==> src/include/bdDecoder_defines.svh <==
`ifndef BD_DECODER_DEFINES_SVH
`define BD_DECODER_DEFINES_SVH

// raw word from the BD output funnel
`define BD_DATA_W 34

// widest payload carried in a single word (roTat)
`define BD_SINGLE_PAYLOAD_W 32

// widest payload after chunk assembly (dumpAm)
`define BD_PAYLOAD_W 38

// one half of a dumpAm payload
`define BD_AM_CHUNK_W 19

// word FIFO entries, power of two
`define BD_FIFO_DEPTH 4

`endif

==> src/logic/bdRoutePkg.sv <==
`default_nettype none

`include "bdDecoder_defines.svh"

package bdRoutePkg;

  // funnel leaves in table order
  // enum value doubles as the leaf code
  typedef enum logic [3:0] {
    dumpAm,
    dumpMm,
    dumpPat,
    dumpPostFifo0,
    dumpPostFifo1,
    dumpPreFifo,
    dumpTat0,
    dumpTat1,
    nrni,
    ovflw0,
    ovflw1,
    roAcc,
    roTat,
    invalid
  } leafT;

  localparam int NUM_LEAVES = 13;

  ////////////////////////////////////////////////////////////
  // route prefixes, left-aligned at the word msb
  // lower index wins when two routes hit
  localparam logic [`BD_DATA_W-1:0] ROUTE_VALUE [NUM_LEAVES] = '{
    {6'b101000,  28'd0},
    {6'b101001,  28'd0},
    {5'b10101,   29'd0},
    {6'b101110,  28'd0},
    {6'b101111,  28'd0},
    {6'b101101,  28'd0},
    {4'b1000,    30'd0},
    {4'b1001,    30'd0},
    {2'b11,      32'd0},
    {7'b1011000, 27'd0},
    {7'b1011001, 27'd0},
    {2'b01,      32'd0},
    {2'b00,      32'd0}
  };

  // one bit set per route bit, same order as above
  localparam logic [`BD_DATA_W-1:0] ROUTE_MASK [NUM_LEAVES] = '{
    {{6{1'b1}}, 28'd0},
    {{6{1'b1}}, 28'd0},
    {{5{1'b1}}, 29'd0},
    {{6{1'b1}}, 28'd0},
    {{6{1'b1}}, 28'd0},
    {{6{1'b1}}, 28'd0},
    {{4{1'b1}}, 30'd0},
    {{4{1'b1}}, 30'd0},
    {{2{1'b1}}, 32'd0},
    {{7{1'b1}}, 27'd0},
    {{7{1'b1}}, 27'd0},
    {{2{1'b1}}, 32'd0},
    {{2{1'b1}}, 32'd0}
  };

endpackage

`default_nettype wire

==> src/logic/bdStreamPkg.sv <==
`default_nettype none

`include "bdDecoder_defines.svh"

package bdStreamPkg;

  ////////////////////////////////////////////////////////////
  // word formats on the links

  // raw BD output word: [ route | x | payload ]
  typedef struct packed {
    logic [`BD_DATA_W-1:0] data;
  } rawWordT;

  // decoded word, route stripped
  // payload zero-extended for single-chunk leaves
  typedef struct packed {
    bdRoutePkg::leafT          leaf;
    logic [`BD_PAYLOAD_W-1:0] payload;
  } decodedWordT;

  // AM chunk pairing
  typedef enum logic {
    waitLow,
    waitHigh
  } deserStateT;

endpackage

`default_nettype wire

==> src/logic/bdHornDecoder.sv <==
`timescale 1ns/1ps
`default_nettype none

`include "bdDecoder_defines.svh"

module bdHornDecoder (
  input  bdStreamPkg::rawWordT     inWord,
  input  logic                     inValid,
  output logic                     inReady,
  output bdStreamPkg::decodedWordT decWord,
  output logic                     decValid,
  input  logic                     decReady
);

  import bdRoutePkg::*;

  // one hit bit per route
  logic [NUM_LEAVES-1:0] hit;
  leafT                  leaf;
  // route bits of the winning leaf, zero for invalid
  logic [`BD_DATA_W-1:0] selMask;
  logic [`BD_DATA_W-1:0] strippedData;

  ////////////////////////////////////////////////////////////
  // prefix match, all routes at once

  for (genvar g = 0; g < NUM_LEAVES; g++) begin : gHit
    // keep only the route bits, then compare
    assign hit[g] = (inWord.data & ROUTE_MASK[g]) == ROUTE_VALUE[g];
  end

  ////////////////////////////////////////////////////////////
  // priority encode

  always_comb begin
    leaf    = invalid;
    selMask = '0;
    // walk downward so the lowest index is the last writer
    for (int i = NUM_LEAVES - 1; i >= 0; i--) begin
      if (hit[i]) begin
        leaf    = leafT'(4'(i));
        selMask = ROUTE_MASK[i];
      end
    end
  end

  ////////////////////////////////////////////////////////////
  // payload

  // clear route bits
  // invalid keeps the raw word since selMask is zero
  assign strippedData = inWord.data & ~selMask;

  assign decWord.leaf    = leaf;
  // low 32 bits, zero-extended to the assembled width
  assign decWord.payload = {
    {(`BD_PAYLOAD_W - `BD_SINGLE_PAYLOAD_W){1'b0}},
    strippedData[`BD_SINGLE_PAYLOAD_W-1:0]
  };

  // no storage here, handshake passes straight through
  assign decValid = inValid;
  assign inReady  = decReady;

endmodule

`default_nettype wire

==> src/logic/bdWordFifo.sv <==
`timescale 1ns/1ps
`default_nettype none

`include "bdDecoder_defines.svh"

module bdWordFifo (
  input  logic                     clk,
  input  logic                     rstN,
  input  bdStreamPkg::decodedWordT inWord,
  input  logic                     inValid,
  output logic                     inReady,
  output bdStreamPkg::decodedWordT outWord,
  output logic                     outValid,
  input  logic                     outReady
);

  import bdStreamPkg::*;

  localparam int PTR_W = $clog2(`BD_FIFO_DEPTH);

  decodedWordT      mem [`BD_FIFO_DEPTH];
  logic [PTR_W-1:0] wrPtr;
  logic [PTR_W-1:0] rdPtr;
  // one extra bit so full and empty differ
  logic [PTR_W:0]   count;
  logic             full;
  logic             doWrite;
  logic             doRead;

  ////////////////////////////////////////////////////////////
  // status and handshake

  assign full     = count == (PTR_W + 1)'(`BD_FIFO_DEPTH);
  assign outValid = count != '0;
  // full but draining still takes a word
  assign inReady  = !full || outReady;

  assign doWrite = inValid && inReady;
  assign doRead  = outValid && outReady;

  // head of queue
  assign outWord = mem[rdPtr];

  ////////////////////////////////////////////////////////////
  // pointers and count

  always_ff @(posedge clk or negedge rstN) begin
    if (!rstN) begin
      wrPtr <= '0;
      rdPtr <= '0;
      count <= '0;
    end else begin
      // pointers wrap on their own, depth is a power of two
      if (doWrite) wrPtr <= wrPtr + 1'b1;
      if (doRead) rdPtr <= rdPtr + 1'b1;
      case ({doWrite, doRead})
        2'b10:   count <= count + 1'b1;
        2'b01:   count <= count - 1'b1;
        default: count <= count;
      endcase
    end
  end

  // storage
  always_ff @(posedge clk) begin
    if (doWrite) mem[wrPtr] <= inWord;
  end

endmodule

`default_nettype wire

==> src/logic/bdAmDeserializer.sv <==
`timescale 1ns/1ps
`default_nettype none

`include "bdDecoder_defines.svh"

module bdAmDeserializer (
  input  logic                     clk,
  input  logic                     rstN,
  input  bdStreamPkg::decodedWordT inWord,
  input  logic                     inValid,
  output logic                     inReady,
  output bdStreamPkg::decodedWordT outWord,
  output logic                     outValid,
  input  logic                     outReady
);

  import bdRoutePkg::*;
  import bdStreamPkg::*;

  // word taken from the FIFO, waiting for the output register
  decodedWordT               stageWord;
  logic                      stageValid;
  logic                      stageIsAm;
  // first dumpAm chunk
  deserStateT                state;
  logic [`BD_AM_CHUNK_W-1:0] lowChunk;
  // output register
  decodedWordT               outReg;
  logic                      outRegValid;
  decodedWordT               nextOut;
  logic                      regFree;
  logic                      absorbLow;
  logic                      loadOut;

  ////////////////////////////////////////////////////////////
  // flow control

  assign stageIsAm = stageValid && (stageWord.leaf == dumpAm);
  // empty or emptied this cycle
  assign regFree   = !outRegValid || outReady;
  // first chunk goes to lowChunk, no output slot needed
  assign absorbLow = stageIsAm && (state == waitLow);
  assign loadOut   = stageValid && !absorbLow && regFree;
  // stage is free or moves on this cycle
  assign inReady   = !stageValid || absorbLow || loadOut;

  // second chunk sits above the first
  always_comb begin
    nextOut = stageWord;
    if (stageIsAm) begin
      nextOut.payload = {stageWord.payload[`BD_AM_CHUNK_W-1:0], lowChunk};
    end
  end

  ////////////////////////////////////////////////////////////
  // control state

  always_ff @(posedge clk or negedge rstN) begin
    if (!rstN) begin
      stageValid  <= 1'b0;
      state       <= waitLow;
      outRegValid <= 1'b0;
    end else begin
      if (inReady) stageValid <= inValid;
      // other leaves leave the pairing state alone
      if (absorbLow) state <= waitHigh;
      else if (loadOut && stageIsAm) state <= waitLow;
      if (loadOut) outRegValid <= 1'b1;
      else if (outReady) outRegValid <= 1'b0;
    end
  end

  // payload registers
  always_ff @(posedge clk) begin
    if (inValid && inReady) stageWord <= inWord;
    if (absorbLow) lowChunk <= stageWord.payload[`BD_AM_CHUNK_W-1:0];
    if (loadOut) outReg <= nextOut;
  end

  assign outWord  = outReg;
  assign outValid = outRegValid;

endmodule

`default_nettype wire

==> src/logic/bdDecoder.sv <==
`timescale 1ns/1ps
`default_nettype none

module bdDecoder (
  input  logic                     clk,
  input  logic                     rstN,
  input  bdStreamPkg::rawWordT     inWord,
  input  logic                     inValid,
  output logic                     inReady,
  output bdStreamPkg::decodedWordT outWord,
  output logic                     outValid,
  input  logic                     outReady
);

  import bdStreamPkg::*;

  ////////////////////////////////////////////////////////////
  // decoder -> FIFO -> deserializer
  decodedWordT decWord;
  logic        decValid;
  logic        decReady;
  decodedWordT fifoWord;
  logic        fifoValid;
  logic        fifoReady;

  bdHornDecoder u_hornDecoder (
    .inWord   (inWord),
    .inValid  (inValid),
    .inReady  (inReady),
    .decWord  (decWord),
    .decValid (decValid),
    .decReady (decReady)
  );

  bdWordFifo u_wordFifo (
    .clk      (clk),
    .rstN     (rstN),
    .inWord   (decWord),
    .inValid  (decValid),
    .inReady  (decReady),
    .outWord  (fifoWord),
    .outValid (fifoValid),
    .outReady (fifoReady)
  );

  bdAmDeserializer u_amDeserializer (
    .clk      (clk),
    .rstN     (rstN),
    .inWord   (fifoWord),
    .inValid  (fifoValid),
    .inReady  (fifoReady),
    .outWord  (outWord),
    .outValid (outValid),
    .outReady (outReady)
  );

endmodule

`default_nettype wire

==> config.mk <==
export PLATFORM = sky130hd
export DESIGN_NAME = bdDecoder
export DESIGN_NICKNAME = d
export VERILOG_FILES = /design/src/logic/bdRoutePkg.sv /design/src/logic/bdStreamPkg.sv /design/src/logic/bdHornDecoder.sv /design/src/logic/bdWordFifo.sv /design/src/logic/bdAmDeserializer.sv /design/src/logic/bdDecoder.sv
export VERILOG_INCLUDE_DIRS = /design/src /design/src/include
export SDC_FILE = /design/constraint.sdc
export NUM_CORES = 1
export LEC_CHECK = 0
export BUFFER_PORTS_ARGS = -buffer_cell sky130_fd_sc_hd__buf_2
export CAP_MARGIN = 20
export CORE_MARGIN = 2
export CORE_UTILIZATION = 41
export DETAILED_ROUTE_END_ITERATION = 8
export GPL_TIMING_DRIVEN = 0
export HOLD_SLACK_MARGIN = 0.02
export SYNTH_ARGS = -nofsm -noshare
export SYNTH_HDL_FRONTEND = slang
export SYNTH_HIERARCHICAL = 1
export SYNTH_SLANG_ARGS = --single-unit
==> constraint.sdc <==
create_clock -name clk -period 7 [get_ports clk]
set_input_delay 0.35 -clock clk [delete_from_list [all_inputs] [get_ports clk]]
set_output_delay 0.35 -clock clk [all_outputs]
set_load 0.01 [all_outputs]
After elaboration in Yosys (flattened, before gate mapping). Memory sizes are Yosys's and may differ from the RTL's. A register that Yosys moved wholly into a read port is not among the register bits. Cells that the tools add are included.

Register bits: 109. Bits in writable memories: 144. Input bits: 38. Output and inout port bits: 44. Logic and storage cells: 87. Memories: 1.

Memory list: u_wordFifo.mem (depth 4, bits a word 36, rd ports 1, clocked after memory_dff 1, wr ports 1, RTL line bdWordFifo.sv:21) `` decodedWordT mem [`BD_FIFO_DEPTH]; ``.

$add $sub $neg: 4. Equal/unequal tests: 15. Multiplexer cells: 33. Bitwise operators: 3. Reductions and logical operators: 21.

Operators with widths (number): 2-to-1 mux 32 bit (12); 2-to-1 mux 4 bit (12); 2-to-1 mux 38 bit (1); zero test 34 bit (1); bitwise AND 32 bit (1); NOT 32 bit (1); equality test 6 bit (second input constant) (5); equality test 7 bit (second input constant) (2); equality test 4 bit (second input constant) (2); logical AND 1 bit (7); 2-to-1 mux 1 bit (7); case mux 3 bit (2 select lines) (1); nonzero test 2 bit (3); equality test 5 bit (second input constant) (1); adder 2 x 1 -> 2 bit (second input constant) (2); equality test 2 x 1 -> 1 bit (second input constant) (2); equality test 2 bit (second input constant) (2); zero test 1 bit (4); zero test 4 bit (1); logical OR 1 bit (4); adder 3 x 1 -> 3 bit (second input constant) (1); equality test 3 bit (second input constant) (1); nonzero test 3 bit (1); subtractor 3 x 1 -> 3 bit (second input constant) (1); NOT 1 bit (1).

Logic depth before layout (Yosys ltp).
Depth in word-level cells: 15. Mapped depth: 12. Gate-level depth less buffers: 11.

Cells and area by module. The synthesis kept the hierarchy.

Modules (own cells, without submodules): bdWordFifo (times used 1, cells each 259, area each 6487.5 sq um, seq. area each 5220.0 sq um); bdAmDeserializer (times used 1, cells each 162, area each 3887.5 sq um, seq. area each 3168.0 sq um); bdHornDecoder (times used 1, cells each 57, area each 402.9 sq um, seq. area each 0.0 sq um).

Worst setup path after synthesis. Ideal clock, no wire load.

Path type: reg-to-reg. Start point: register u_amDeserializer/nextOut[39] (netlist name). End point: register u_amDeserializer.outReg (netlist bit u_amDeserializer/outWord[0]), enable pin. Data arrival time: 2362 ps. Data required time: 6559 ps. Slack: 4197 ps. Stages on the path, launching flop included: 4. Buffers on the path: 0. Period minus slack after synthesis: 2803 ps. Cells stage by stage: edfxtp_1 -> or4_4 -> o21ai_0 -> nor2_1.

Longest elaborated chain between the ends: 6.

RTL lines: zero test 4 bit (RTL line bdAmDeserializer.sv:38) `assign stageIsAm = stageValid && (stageWord.leaf == dumpAm);`; logical AND 1 bit (RTL line bdAmDeserializer.sv:38); logical AND 1 bit (RTL line bdAmDeserializer.sv:42) `assign absorbLow = stageIsAm && (state == waitLow);`; zero test 1 bit (RTL line bdAmDeserializer.sv:43) `assign loadOut = stageValid && !absorbLow && regFree;`; logical AND 1 bit (2 in series) (RTL line bdAmDeserializer.sv:43); via u_amDeserializer.loadOut (RTL line bdAmDeserializer.sv:33) `logic loadOut;`; to (signal assigned) (RTL line bdAmDeserializer.sv:77) `if (loadOut) outReg <= nextOut;`; to (decl) (RTL line bdAmDeserializer.sv:28) `decodedWordT outReg;`.

The timed path passes the listed nets, and every way through them passes these cells. A chain may end at the register's enable or synchronous reset.

Worst setup path in the final report.
Start point: register u_amDeserializer.outRegValid, in the netlist u_amDeserializer/outValid. End point: register u_wordFifo.count[2].

Longest elaborated chain between the ends: 8. Elaborated cells between the ends (all ways): 11. Classes of those cells: eq/ne (2); mux (1); reduce/logical (8).

RTL lines: from (decl) (RTL line bdAmDeserializer.sv:29) `logic outRegValid;`; from (signal assigned) (RTL line bdAmDeserializer.sv:62) `outRegValid <= 1'b0;`; from (signal assigned) (RTL line bdAmDeserializer.sv:68) `if (loadOut) outRegValid <= 1'b1;`; from (signal assigned) (RTL line bdAmDeserializer.sv:69) `else if (outReady) outRegValid <= 1'b0;`; zero test 1 bit (*) (RTL line bdAmDeserializer.sv:40) `assign regFree = !outRegValid || outReady;`; logical OR 1 bit (*) (RTL line bdAmDeserializer.sv:40); logical AND 1 bit (*) (RTL line bdAmDeserializer.sv:43); logical OR 1 bit (*) (RTL line bdAmDeserializer.sv:45) `assign inReady = !stageValid || absorbLow || loadOut;`; via fifoReady (RTL line bdDecoder.sv:24) `logic fifoReady;`; logical OR 1 bit (*) (RTL line bdWordFifo.sv:36) `assign inReady = !full || outReady;`; via decReady (RTL line bdDecoder.sv:21) `logic decReady;`; logical AND 1 bit (*) (RTL line bdWordFifo.sv:38) `assign doWrite = inValid && inReady;`; equality test 2 x 1 -> 1 bit / equality test 2 bit (equally long branches) (RTL line bdWordFifo.sv:56) `case ({doWrite, doRead})`; case mux 3 bit (2 select lines) / nonzero test 2 bit (equally long branches); to (signal assigned) (RTL line bdWordFifo.sv:57) `2'b10: count <= count + 1'b1;`; to (signal assigned) (RTL line bdWordFifo.sv:58) `2'b01: count <= count - 1'b1;`; to (signal assigned) (RTL line bdWordFifo.sv:59) `default: count <= count;`; to (decl) (RTL line bdWordFifo.sv:25) `logic [PTR_W:0] count;`.

Mark *: on every way through the listed nets, which the timed path passes. The rest lies on a longest branch.

==> results.toml <==
[worst_setup_path]
worstPathMaxFanout = 7
critPathSlowestCell = "or4b_1"
path_buf_inv = 3
reg2reg_from = "u_amDeserializer/outValid"
worstPathRequired_ns = 7.45
critPathArrivalTime_ns = 3.39
startpoint_type = "flip-flop"
worstSetupEndpointType = "flip-flop"
crit_path_cell_trace = "nor2b_1 > o211ai_2 > or4b_1 > clkbuf_2 > and2_4 > inv_1 > ha_1 > inv_1 > fa_1 > xor2_1 > nor2_1 > xor2_1"
path_delay_family = "simple AND/OR/NAND/NOR gates"
slowest_delay_ns = 0.49
setup.worst_path.start = "u_amDeserializer/outValid"
path_class = "flip-flop to flip-flop"

[clock_tree]
cts_tree = "done"
post-cts-setup-buffers = 0
clockBufferDepth = 3
clock_sinks = 281
insertion_delay_ns = 0.53
post_cts_resized = 0
root_buffer = "clkbuf_16"
clk_pin_slew_worst_paths_ns = 0.06
htreeDepth = 1
numCtsBuffers = 28

[synthesis]
synth_edf_count = 271
synth_common_cells = "edfxtp_1 (271), mux4_2 (42), mux2_4 (39)"
synth.largest_area_cell = "edfxtp_1"
synth-seq-area-share_pct = 77.8
synthCells = 478
ys_top_cells_by_area = "edfxtp_1 (76%), mux4_2 (8.8%), mux2_4 (5.4%)"
async_flop_share_pct = 3.56
synth_seq_cells = 281
synth.top_cell.area_share_pct = 75.5
synth.most_common_cell = "edfxtp_1"
syn_avg_cell_area_um2 = 22.5
synthFlopType = "edfxtp_1"
syn-cell-area_um2 = 10800
yosys_warnings = 6
ys_types = 42

[power_and_ir_drop]
power_w = 0.00540
leakage_nw = 4.54
irDropWorstVdd_mv = 0.220
power.density_nw_per_um2 = 425

[job]
drv_cap = 0

[timing]
clock.fmax_mhz = 340
slew_violations = 0
clock_skew_ns = 0.0101
hold_viol = 0
relSlewSlack_pct = 42.8
layout_min_cycle_time_ns = 2.94
fin_setup_tns_ns = 0
rsz0062_at_grt = "false"
period_share_pct = 42.0
tightest_slew_ns = 0.858
report.final.setup_viol = 0

[global_route]
gr-total-overflow = 0
groute.layer.met1.usage_pct = 18.2
antenna_found_initial = 0
grt_pass1_vias = 5036
grt_max_degree = 26
gr-usage-all-layers_pct = 14.0
met2_usage_pct = 24.7
grt_pass1_wl_um = 29300
grt_use_met3_pct = 2.43
top_usage_layer = "met2"

[final_layout]
multiInputGateArea_um2 = 2030
fin_cells = 956
drive_gt1_share_pct = 38.3
final_cell_area_um2 = 12700
n_fill_cell = 2085
layout.nets = 643
diodes = 0
regArea_um2 = 8390
final_util_pct = 49.0
area_delta_synth_final_pct = 17.9

[floorplan]
initial_core_util_pct = 41.6
placementRows = 59
dieArea_um2 = 27600
dieWidth_um = 166
die_height_um = 166
coreArea_um2 = 25900
pin_count = 82

[routing]
drc = 0
route.antenna.remaining_nets = 0
via_per_inst = 4.95
drt-initial-drc-count = 370
drtPass1Iterations = 4
wl_per_cell_um = 20.1
routed_wl_um = 19200
vias = 4733

[placement]
port_buffers = 53
hpwl_um = 12300
dp.cells = 878
dpl-instance-area_um2 = 11600
gp_congestion = 0.693

[min_path]
hold_path.startpoint = "inWord[10]"
hp-class = "primary input to flip-flop"

[run_status]
status = "completed"
layout make-up:
type                            instances  area share (%)
Clock inverter                         15           0.502
Tap cell                              335            3.30
Sequential cell                       281            66.0
Clock buffer                           37            5.95
Multi-Input combinational cell        145            16.0
Inverter                                7           0.207
Timing Repair Buffer                   86            5.20
Buffer                                 50            2.88
final timing paths:
| check | endpoint | depth (start not counted) | slack [ns] |
|---|---|---|---|
| max in group asynchronous | u_wordFifo/rdPtr[1] | 2 | 6.59 |
| worst max-delay path | u_wordFifo/count[2] | 12 | 4.06 |
| worst min-delay path | u_wordFifo/mem[3][10] | 1 | 0.05 |
| worst max register to register | u_wordFifo/count[2] | 12 | 4.06 |
| worst min register to register | u_amDeserializer/lowChunk[11] | 0 | 0.49 |
| min in group asynchronous | u_wordFifo/count[2] | 2 | 0.22 |
cells in the final DEF, fill, tap and decap left out, drive strengths merged, types with 4 or more instances in the layout:
cell	Yosys	final
clkbuf	4	41
and3	4	4
inv	7	7
buf	46	106
dfrtp	10	10
dlygate4sd3	0	26
edfxtp	271	271
mux4	42	42
ha	5	5
mux2	39	39
conb	1	6
nand2	5	5
clkinv	0	14
nand2b	4	4
flip-flops by register name, summed over array words and instances (netlist names):
name                         count
u_wordFifo/wrPtr                 2
u_wordFifo/mem                 168
u_amDeserializer/outValid        1
u_amDeserializer/stageWord      38
u_amDeserializer/nextOut         4
u_amDeserializer/state           1
u_amDeserializer/lowChunk       19
u_amDeserializer/stageValid      1
u_wordFifo/rdPtr                 2
u_wordFifo/count                 3
u_amDeserializer/outWord        42
report_power, final:
| part | internal [W] | switching (W) | total (W) |
|---|---|---|---|
| Combinational | 0.000687 | 0.000702 | 0.00139 |
| Sequential | 0.00250 | 0.000181 | 0.00268 |
| Clock | 0.000753 | 0.000576 | 0.00133 |
logic make-up after synthesis:
| logic type | synth area share (%) |
|---|---|
| AO/OA/AOI/OAI | 0.940 |
| XOR/XNOR | 0.557 |
| adder cells (fa/ha/maj) | 0.766 |
| buffers and inverters | 3.65 |
| flip-flops | 77.8 |
| multiplexers | 14.3 |
| other | 0.0348 |
| AND/OR/NAND/NOR | 1.93 |
per-layer routing:
| layer | wire length, µm | share of wire (%) |
|---|---|---|
| met1 | 8320 | 43 |
| met2 | 9730 | 51 |
| met3 | 778 | 4.0 |
| met4 | 398 | 2.1 |
| met5 | 0 | 0 |
what timing repair did:
item / in CTS / in global routing
hold buffers: 26 / 0
setup endpoints to repair: 0 / 0
endpoints found under the hold margin: 110 / 0
per-stage QoR:
stage / hold WS [ns] / setup WS, ns
floorplan: 0.0544 / 4.20
global placement: 0.220 / 3.07
detailed placement: 0.224 / 4.02
CTS: 0.0253 / 4.07
global route: 0.0276 / 3.85
finish: 0.0490 / 4.06
Note: power is estimated with default switching activity, not from simulation.
